$ cat config.mk
export PLATFORM = sky130hd
export DESIGN_NAME = dccm_ctl_top
export DESIGN_NICKNAME = d
export VERILOG_FILES = /design/src/source/dccm_geom_pkg.sv /design/src/source/lsu_pipe_pkg.sv /design/src/source/dccm_ctl_top.sv /design/src/source/ld_issue.sv /design/src/source/ld_return.sv /design/src/source/stbuf_commit_arb.sv
export SDC_FILE = /design/constraint.sdc
export NUM_CORES = 1
export LEC_CHECK = 0
export BUFFER_PORTS_ARGS = -buffer_cell sky130_fd_sc_hd__buf_2
export CORE_MARGIN = 2
export CORE_UTILIZATION = 29
export DETAILED_ROUTE_END_ITERATION = 6
export REMOVE_ABC_BUFFERS = 1
export SLEW_MARGIN = 0
export SYNTH_ARGS = -nofsm -noshare
export SYNTH_HDL_FRONTEND = slang
export SYNTH_HIERARCHICAL = 1
export SYNTH_SLANG_ARGS = --single-unit
$ cat constraint.sdc
create_clock -name clk -period 2 [get_ports clk]
set_input_delay 0.1 -clock clk [delete_from_list [all_inputs] [get_ports clk]]
set_output_delay 0.1 -clock clk [all_outputs]
set_load 0.02 [all_outputs]
$ cat src/source/dccm_geom_pkg.sv
// DCCM geometry
// widths, address bits and bank selection defaults shared by the
// load/store pipe and the memory port
`default_nettype none

package dccm_geom_pkg;

   // byte address space of the DCCM
   localparam int unsigned DCCM_BITS = 16;

   // one bank word and its byte lanes
   localparam int unsigned DATA_WIDTH = 32;
   localparam int unsigned BYTE_WIDTH = 4;
   localparam int unsigned WIDTH_BITS = 2;                  // byte offset within a word

   // bank select bits sit just above the byte offset
   localparam int unsigned DEFAULT_BANK_BITS = 2;

   typedef logic [DCCM_BITS-1:0]  addr_t;                   // DCCM byte address
   typedef logic [DATA_WIDTH-1:0] word_t;                   // one bank word

endpackage : dccm_geom_pkg

`default_nettype wire

$ cat src/source/lsu_pipe_pkg.sv
// LSU pipe traffic
// packets and port bundles that move between the d, m and r stages,
// the store buffer and the DCCM ports
`default_nettype none

package lsu_pipe_pkg;

   typedef enum logic [1:0] {
      LD_BYTE = 2'd0,
      LD_HALF = 2'd1,
      LD_WORD = 2'd2
   } ld_size_e;

   typedef struct packed {
      logic                                 valid;          // single cycle strobe
      ld_size_e                             size;
      dccm_geom_pkg::addr_t                 addr;
   } ld_req_t;

   typedef struct packed {
      logic                                 valid;
      ld_size_e                             size;
      logic [dccm_geom_pkg::WIDTH_BITS-1:0] offset;         // byte offset of the load
      logic                                 dual;           // crosses a word boundary
   } ld_pkt_t;

   typedef struct packed {
      logic [2*dccm_geom_pkg::BYTE_WIDTH-1:0] byteen;       // hi word bytes on top
      logic [2*dccm_geom_pkg::DATA_WIDTH-1:0] data;
   } fwd_t;

   typedef struct packed {
      logic                                 valid;          // held until commit
      dccm_geom_pkg::addr_t                 addr;           // word aligned
      dccm_geom_pkg::word_t                 data;
   } stbuf_req_t;

   typedef struct packed {
      logic                                 rden;
      dccm_geom_pkg::addr_t                 addr_lo;
      dccm_geom_pkg::addr_t                 addr_hi;
   } dccm_rd_t;

   typedef struct packed {
      logic                                 wren;
      dccm_geom_pkg::addr_t                 addr;
      dccm_geom_pkg::word_t                 data;
   } dccm_wr_t;

   typedef struct packed {
      logic                                 valid;
      dccm_geom_pkg::word_t                 data;           // right justified, zero extended
   } ld_rsp_t;

endpackage : lsu_pipe_pkg

`default_nettype wire

$ cat src/source/dccm_ctl_top.sv
// DCCM controller top
// Load path of the d, m and r stages plus the store buffer commit onto
// the DCCM write port. The DCCM array itself sits outside.
`timescale 1ns/100ps
`default_nettype none

module dccm_ctl_top #(
   parameter int unsigned BANK_BITS = dccm_geom_pkg::DEFAULT_BANK_BITS
) (
   input  logic                     clk,
   input  logic                     arst_n,

   // load and store buffer side
   input  lsu_pipe_pkg::ld_req_t    ld_req,
   input  lsu_pipe_pkg::stbuf_req_t stbuf_req,
   input  lsu_pipe_pkg::fwd_t       fwd,                    // sampled in m
   output logic                     stbuf_commit,
   output lsu_pipe_pkg::ld_rsp_t    ld_rsp,

   // DCCM array side
   output lsu_pipe_pkg::dccm_rd_t   dccm_rd,
   output lsu_pipe_pkg::dccm_wr_t   dccm_wr,
   input  dccm_geom_pkg::word_t     dccm_rd_data_lo,        // one cycle after rden
   input  dccm_geom_pkg::word_t     dccm_rd_data_hi
);

   lsu_pipe_pkg::ld_pkt_t ld_pkt_m;                         // d to m load packet

   // d stage
   ld_issue i_ld_issue (
      .clk      (clk),
      .arst_n   (arst_n),
      .ld_req   (ld_req),
      .dccm_rd  (dccm_rd),
      .ld_pkt_m (ld_pkt_m)
   );

   // write port arbitration against the d stage read
   stbuf_commit_arb #(
      .BANK_BITS (BANK_BITS)
   ) i_stbuf_commit_arb (
      .dccm_rd      (dccm_rd),
      .stbuf_req    (stbuf_req),
      .stbuf_commit (stbuf_commit),
      .dccm_wr      (dccm_wr)
   );

   // m and r stages
   ld_return i_ld_return (
      .clk             (clk),
      .arst_n          (arst_n),
      .ld_pkt_m        (ld_pkt_m),
      .fwd             (fwd),
      .dccm_rd_data_lo (dccm_rd_data_lo),
      .dccm_rd_data_hi (dccm_rd_data_hi),
      .ld_rsp          (ld_rsp)
   );

endmodule : dccm_ctl_top

`default_nettype wire

$ cat src/source/ld_issue.sv
// Load issue, d stage
// Decodes the load size, finds the end address and whether the load
// spans two words, drives the DCCM read port in the issue cycle and
// carries the load packet into m.
`timescale 1ns/100ps
`default_nettype none

module ld_issue (
   input  logic                   clk,
   input  logic                   arst_n,
   input  lsu_pipe_pkg::ld_req_t  ld_req,
   output lsu_pipe_pkg::dccm_rd_t dccm_rd,
   output lsu_pipe_pkg::ld_pkt_t  ld_pkt_m
);

   localparam int unsigned AB = dccm_geom_pkg::DCCM_BITS;
   localparam int unsigned WB = dccm_geom_pkg::WIDTH_BITS;

   logic [WB-1:0]          last_byte;                       // size in bytes minus one
   dccm_geom_pkg::addr_t   end_addr;
   logic                   dual_d;

   // m stage registers
   logic                   valid_m;
   lsu_pipe_pkg::ld_size_e size_m;
   logic [WB-1:0]          offset_m;
   logic                   dual_m;

   always_comb begin
      case (ld_req.size)
         lsu_pipe_pkg::LD_BYTE: last_byte = WB'(0);
         lsu_pipe_pkg::LD_HALF: last_byte = WB'(1);
         default:               last_byte = WB'(3);         // word and the unused code
      endcase
   end

   assign end_addr = ld_req.addr + dccm_geom_pkg::addr_t'(last_byte);

   // the last byte falls into the next word
   assign dual_d = end_addr[AB-1:WB] != ld_req.addr[AB-1:WB];

   // read port is driven straight from the issue strobe
   assign dccm_rd.rden    = ld_req.valid;
   assign dccm_rd.addr_lo = {ld_req.addr[AB-1:WB], {WB{1'b0}}};
   assign dccm_rd.addr_hi = {end_addr[AB-1:WB], {WB{1'b0}}};  // same word unless dual

   always_ff @(posedge clk or negedge arst_n) begin
      if (!arst_n) begin
         valid_m <= 1'b0;
      end else begin
         valid_m <= ld_req.valid;
      end
   end

   always_ff @(posedge clk) begin
      if (ld_req.valid) begin
         size_m   <= ld_req.size;
         offset_m <= ld_req.addr[WB-1:0];
         dual_m   <= dual_d;
      end
   end

   assign ld_pkt_m = '{
      valid:  valid_m,
      size:   size_m,
      offset: offset_m,
      dual:   dual_m
   };

endmodule : ld_issue

`default_nettype wire

$ cat src/source/ld_return.sv
// Load return, m and r stages
// Merges store buffer forwarding bytes over the DCCM read words in m,
// registers the merge into r, then aligns the result to the load offset
// and masks it to the load size.
`timescale 1ns/100ps
`default_nettype none

module ld_return (
   input  logic                  clk,
   input  logic                  arst_n,
   input  lsu_pipe_pkg::ld_pkt_t ld_pkt_m,
   input  lsu_pipe_pkg::fwd_t    fwd,
   input  dccm_geom_pkg::word_t  dccm_rd_data_lo,
   input  dccm_geom_pkg::word_t  dccm_rd_data_hi,
   output lsu_pipe_pkg::ld_rsp_t ld_rsp
);

   localparam int unsigned DW = dccm_geom_pkg::DATA_WIDTH;
   localparam int unsigned WB = dccm_geom_pkg::WIDTH_BITS;
   localparam int unsigned NB = 2 * dccm_geom_pkg::BYTE_WIDTH;    // lo and hi byte lanes
   localparam int unsigned BW = DW / dccm_geom_pkg::BYTE_WIDTH;   // bits per byte lane

   logic [2*DW-1:0]        rd_m;                            // hi word over lo word
   logic [2*DW-1:0]        merge_m;

   // r stage registers
   logic                   valid_r;
   lsu_pipe_pkg::ld_size_e size_r;
   logic [WB-1:0]          offset_r;
   dccm_geom_pkg::word_t   merge_lo_r;
   dccm_geom_pkg::word_t   merge_hi_r;

   logic [2*DW-1:0]        shifted_r;
   dccm_geom_pkg::word_t   mask_r;

   assign rd_m = {dccm_rd_data_hi, dccm_rd_data_lo};

   // forwarded bytes win over the array data
   for (genvar i = 0; i < NB; i++) begin : g_merge
      assign merge_m[BW*i +: BW] = fwd.byteen[i] ? fwd.data[BW*i +: BW]
                                                  : rd_m[BW*i +: BW];
   end

   always_ff @(posedge clk or negedge arst_n) begin
      if (!arst_n) begin
         valid_r <= 1'b0;
      end else begin
         valid_r <= ld_pkt_m.valid;
      end
   end

   always_ff @(posedge clk) begin
      if (ld_pkt_m.valid) begin
         size_r     <= ld_pkt_m.size;
         offset_r   <= ld_pkt_m.offset;
         merge_lo_r <= merge_m[DW-1:0];
      end
   end

   // hi half only matters when the load spans two words
   always_ff @(posedge clk) begin
      if (ld_pkt_m.valid && ld_pkt_m.dual) begin
         merge_hi_r <= merge_m[2*DW-1:DW];
      end
   end

   // first load byte moves down to lane 0
   assign shifted_r = {merge_hi_r, merge_lo_r} >> (BW * offset_r);

   always_comb begin
      case (size_r)
         lsu_pipe_pkg::LD_BYTE: mask_r = DW'({BW{1'b1}});
         lsu_pipe_pkg::LD_HALF: mask_r = DW'({(2*BW){1'b1}});
         default:               mask_r = '1;
      endcase
   end

   assign ld_rsp = '{
      valid: valid_r,
      data:  shifted_r[DW-1:0] & mask_r                     // upper bytes zero extended
   };

endmodule : ld_return

`default_nettype wire

$ cat src/source/stbuf_commit_arb.sv
// Store buffer commit arbiter
// Gives the single DCCM write port to the store buffer whenever the
// d stage load read does not use the bank of the store address, and
// drives the write port in the same cycle.
`timescale 1ns/100ps
`default_nettype none

module stbuf_commit_arb #(
   parameter int unsigned BANK_BITS = dccm_geom_pkg::DEFAULT_BANK_BITS
) (
   input  lsu_pipe_pkg::dccm_rd_t   dccm_rd,
   input  lsu_pipe_pkg::stbuf_req_t stbuf_req,
   output logic                     stbuf_commit,
   output lsu_pipe_pkg::dccm_wr_t   dccm_wr
);

   localparam int unsigned WB = dccm_geom_pkg::WIDTH_BITS;

   logic [BANK_BITS-1:0] st_bank;
   logic [BANK_BITS-1:0] lo_bank;
   logic [BANK_BITS-1:0] hi_bank;
   logic                 bank_hit;                          // store bank used by the load read

   // bank is the field just above the byte offset
   assign st_bank = stbuf_req.addr[WB +: BANK_BITS];
   assign lo_bank = dccm_rd.addr_lo[WB +: BANK_BITS];
   assign hi_bank = dccm_rd.addr_hi[WB +: BANK_BITS];

   assign bank_hit = (st_bank == lo_bank) | (st_bank == hi_bank);

   // a load read only blocks the store when it lands in the same bank
   assign stbuf_commit = stbuf_req.valid & (~dccm_rd.rden | ~bank_hit);

   // write port follows the commit strobe in the same cycle
   assign dccm_wr.wren = stbuf_commit;
   assign dccm_wr.addr = stbuf_req.addr;
   assign dccm_wr.data = stbuf_req.data;

endmodule : stbuf_commit_arb

`default_nettype wire

==> impl_metrics.ini <==
[yosys]
synth_area_leaders = edfxtp_1 44%, mux2_2 14%, buf_4 12%
synth_cell_type_count = 36
synth_cells = 335
avgSynthCellArea_um2 = 13.20
synth_async_sr_flop_share = 0.02985
yosysWarnings = 6
synth-seq-cells = 67
yosysTopAreaCell = edfxtp_1
dominantRegCellSynth = edfxtp_1
synth_edf_count = 65
synth_top_area_share = 0.4416
ys_seq_area_frac = 0.4529
netlist_area_um2 = 4420
synth_most_common_cell = buf_4
synthTopCellsByCount = 73 x buf_4, 65 x edfxtp_1, 56 x mux2_2, 40 x mux2i_1, 25 x o22ai_1

[placement]
gp_congestion = 0.7891
placed_cell_area_um2 = 5112
hpwl_um = 12360
place_inst = 652
placement.io_buffers = 208

[clock_network]
cts_root_buf = clkbuf_16
h-tree-depth = 3
cts_inserted_buffers = 9
clockBufferDepth = 2
clk_latency_ns = 0.33
cts_tree = yes
path_clk_slew_ns = 0.05
clock_sinks = 67

[route]
routed_via_density = 4.804
drt-pass1-iter-count = 4
wirelength_um = 15040
vias = 3238
drcViolationCount = 0
wire_per_inst_um = 22.31
ant_nets = 0
drtIter0Drc = 178

[worst_setup_path]
critPathArrivalTime_ns = 1.75
rr_startpoint = i_ld_issue/valid_m$_DFF_PN0_
critPathRequiredTime_ns = 1.90
reg2reg_to = i_ld_return/merge_lo_r[26]$_DFFE_PP_
crit_path_max_fanout = 34
end_kind = output pin
worstSetupStartpoint = i_ld_return/offset_r[0]$_DFFE_PP_
crit_type = reg -> out
rrSetupSlack_ns = 0.88
r2r_cells = 1
worstSetupStartpointType = flip-flop

[sta]
final_hold_viol_count = 0
rsz0062_at_grt = no
fin_tns_setup_ns = 0
whs_ns = 0.07849
fin_skew_ns = 0.006872
slew_viol_final = 0
timing.final.crit_share = 0.9263
fmax_mhz = 539.8
fin_crit_ns = 1.853
setup_viol = 0

[finish]
nets = 688
drive_above_1_share = 0.6070
nFillCells = 1464
syn_to_final_growth_pct = 23.58
instances_no_fill = 674
final_cell_area_um2 = 5463
n_antenna_cell = 0

[grt]
grt_start_max_net_pins = 38
grt_pass1_vias = 3318
grt_pass1_wl_um = 20790
gr-total-overflow = 0
antenna_found_initial = 0
grt_usage = 0.1823

[hold_path]
hold_depth = 2
whs_endpoint = i_ld_return/merge_lo_r[31]$_DFFE_PP_
hold_start = fwd[31]
hp-class = in -> reg

[floorplan]
design.core.area_um2 = 15030
io_pins = 322
die_x_um = 127.5
die_h_um = 127.5
num_rows = 45
die_area_um2 = 16250
initial_utilization = 0.2940

[power_and_ir_drop]
p_total_mw = 4.179
ir_drop_uv = 335.8
p_leak_nw = 2.403
p_per_area_nw_per_um2 = 764.9

[flow_run]
cap_viol_max_count = 0

[outcome]
status = finished, final reports clean
-- report_power, final --
group	internal (mW)	leakage [nW]	switching (mW)
clock network	0.905	0.133	0.546
logic	0.446	1.62	0.560
registers	1.66	0.650	0.0579
total	3.01	2.40	1.16
-- cell type report --
class / instances / area [um^2] / area share
clock buffers: 14 / 264.0 / 0.04833
clock inverters: 2 / 12.51 / 0.002290
inverters: 1 / 3.754 / 0.0006871
multi-input cells: 183 / 1782 / 0.3262
flip-flops and latches: 67 / 2002 / 0.3665
well taps: 188 / 235.2 / 0.04306
repair buffers: 219 / 1164 / 0.2130
-- cell families (layout without fill, tap and decap cells) --
family          count (synthesis)  after routing  share of synthesized area
mux                           104            104                     0.2782
buf+inv                        88            236                     0.1497
flops                          67             67                     0.4529
compound gates                 31             31                    0.04840
simple gates                   25             25                    0.03142
xor+xnor                       18             18                    0.03567
fa+ha+maj                       1              1                   0.002830
other cells                     1              4                  0.0008483
-- layout by cell type (no fill, tap or decap), types with 2 or more instances in the layout --
cell,count
nand4_1,2
conb_1,4
buf_4,3
xnor2_1,8
edfxtp_1,65
dfrtp_1,2
buf_12,2
mux2i_1,40
buf_2,208
clkbuf_16,9
xor2_1,9
mux4_1,5
nand2_1,9
mux4_2,3
clkbuf_8,2
clkbuf_1,3
mux2_2,56
o22ai_1,25
nand3_1,4
dlygate4sd3_1,6
-- per-layer routing --
layer / vias up / GRT usage / share of wire
met2: 254 / 0.2841 / 0.44
met3: 9 / 0.1796 / 0.21
li1: 1476 / - / -
met5: - / 0.09288 / 0.013
met1: 1495 / 0.1631 / 0.32
met4: 4 / 0.04266 / 0.0084
-- repair_timing --
action / CTS / global route
setup endpoints to repair: 0 / 11
buffers inserted: 0 / 0
endpoints found under the hold margin: 7 / 0
resized for setup: 0 / 3
hold buffers: 6 / 0
-- through the flow --
| stage | setup slack, ns | utilization |
|---|---|---|
| after floorplan | -0.1830 | - |
| after global placement | 0.2356 | 0.3401 |
| after detailed placement | 0.1618 | 0.3401 |
| after CTS | 0.03122 | 0.3625 |
| after global routing | 0.05993 | 0.3634 |
| final | 0.1475 | 0.3634 |
-- worst max-delay path by stage --
| stage | to | cells past startpoint |
|---|---|---|
| 3_3_place_gp | dccm_wr[48] | 10 |
| 2_1_floorplan | i_ld_return/merge_hi_r[0]$_DFFE_PP_ | 1 |
| 3_5_place_dp | dccm_wr[48] | 10 |
| 6_report | ld_rsp[6] | 3 |
| 4_1_cts | ld_rsp[15] | 3 |
| 5_1_grt | dccm_wr[48] | 10 |
-- worst max-delay path: stages (launching register included) --
cell and delay (ns):
edfxtp_1 0.37, buf_12 0.26, mux4_1 0.59, buf_2 0.18
-- state kept, by name (all words and copies together), names as in the netlist --
register	count
i_ld_issue/dual_m	1
i_ld_return/valid_r	1
i_ld_return/offset_r	2
i_ld_return/merge_lo_r	32
i_ld_issue/valid_m	1
i_ld_issue/size_m	2
i_ld_return/merge_hi_r	24
i_ld_return/size_r	2
i_ld_issue/offset_m	2
(Power assumes the default switching activity.)
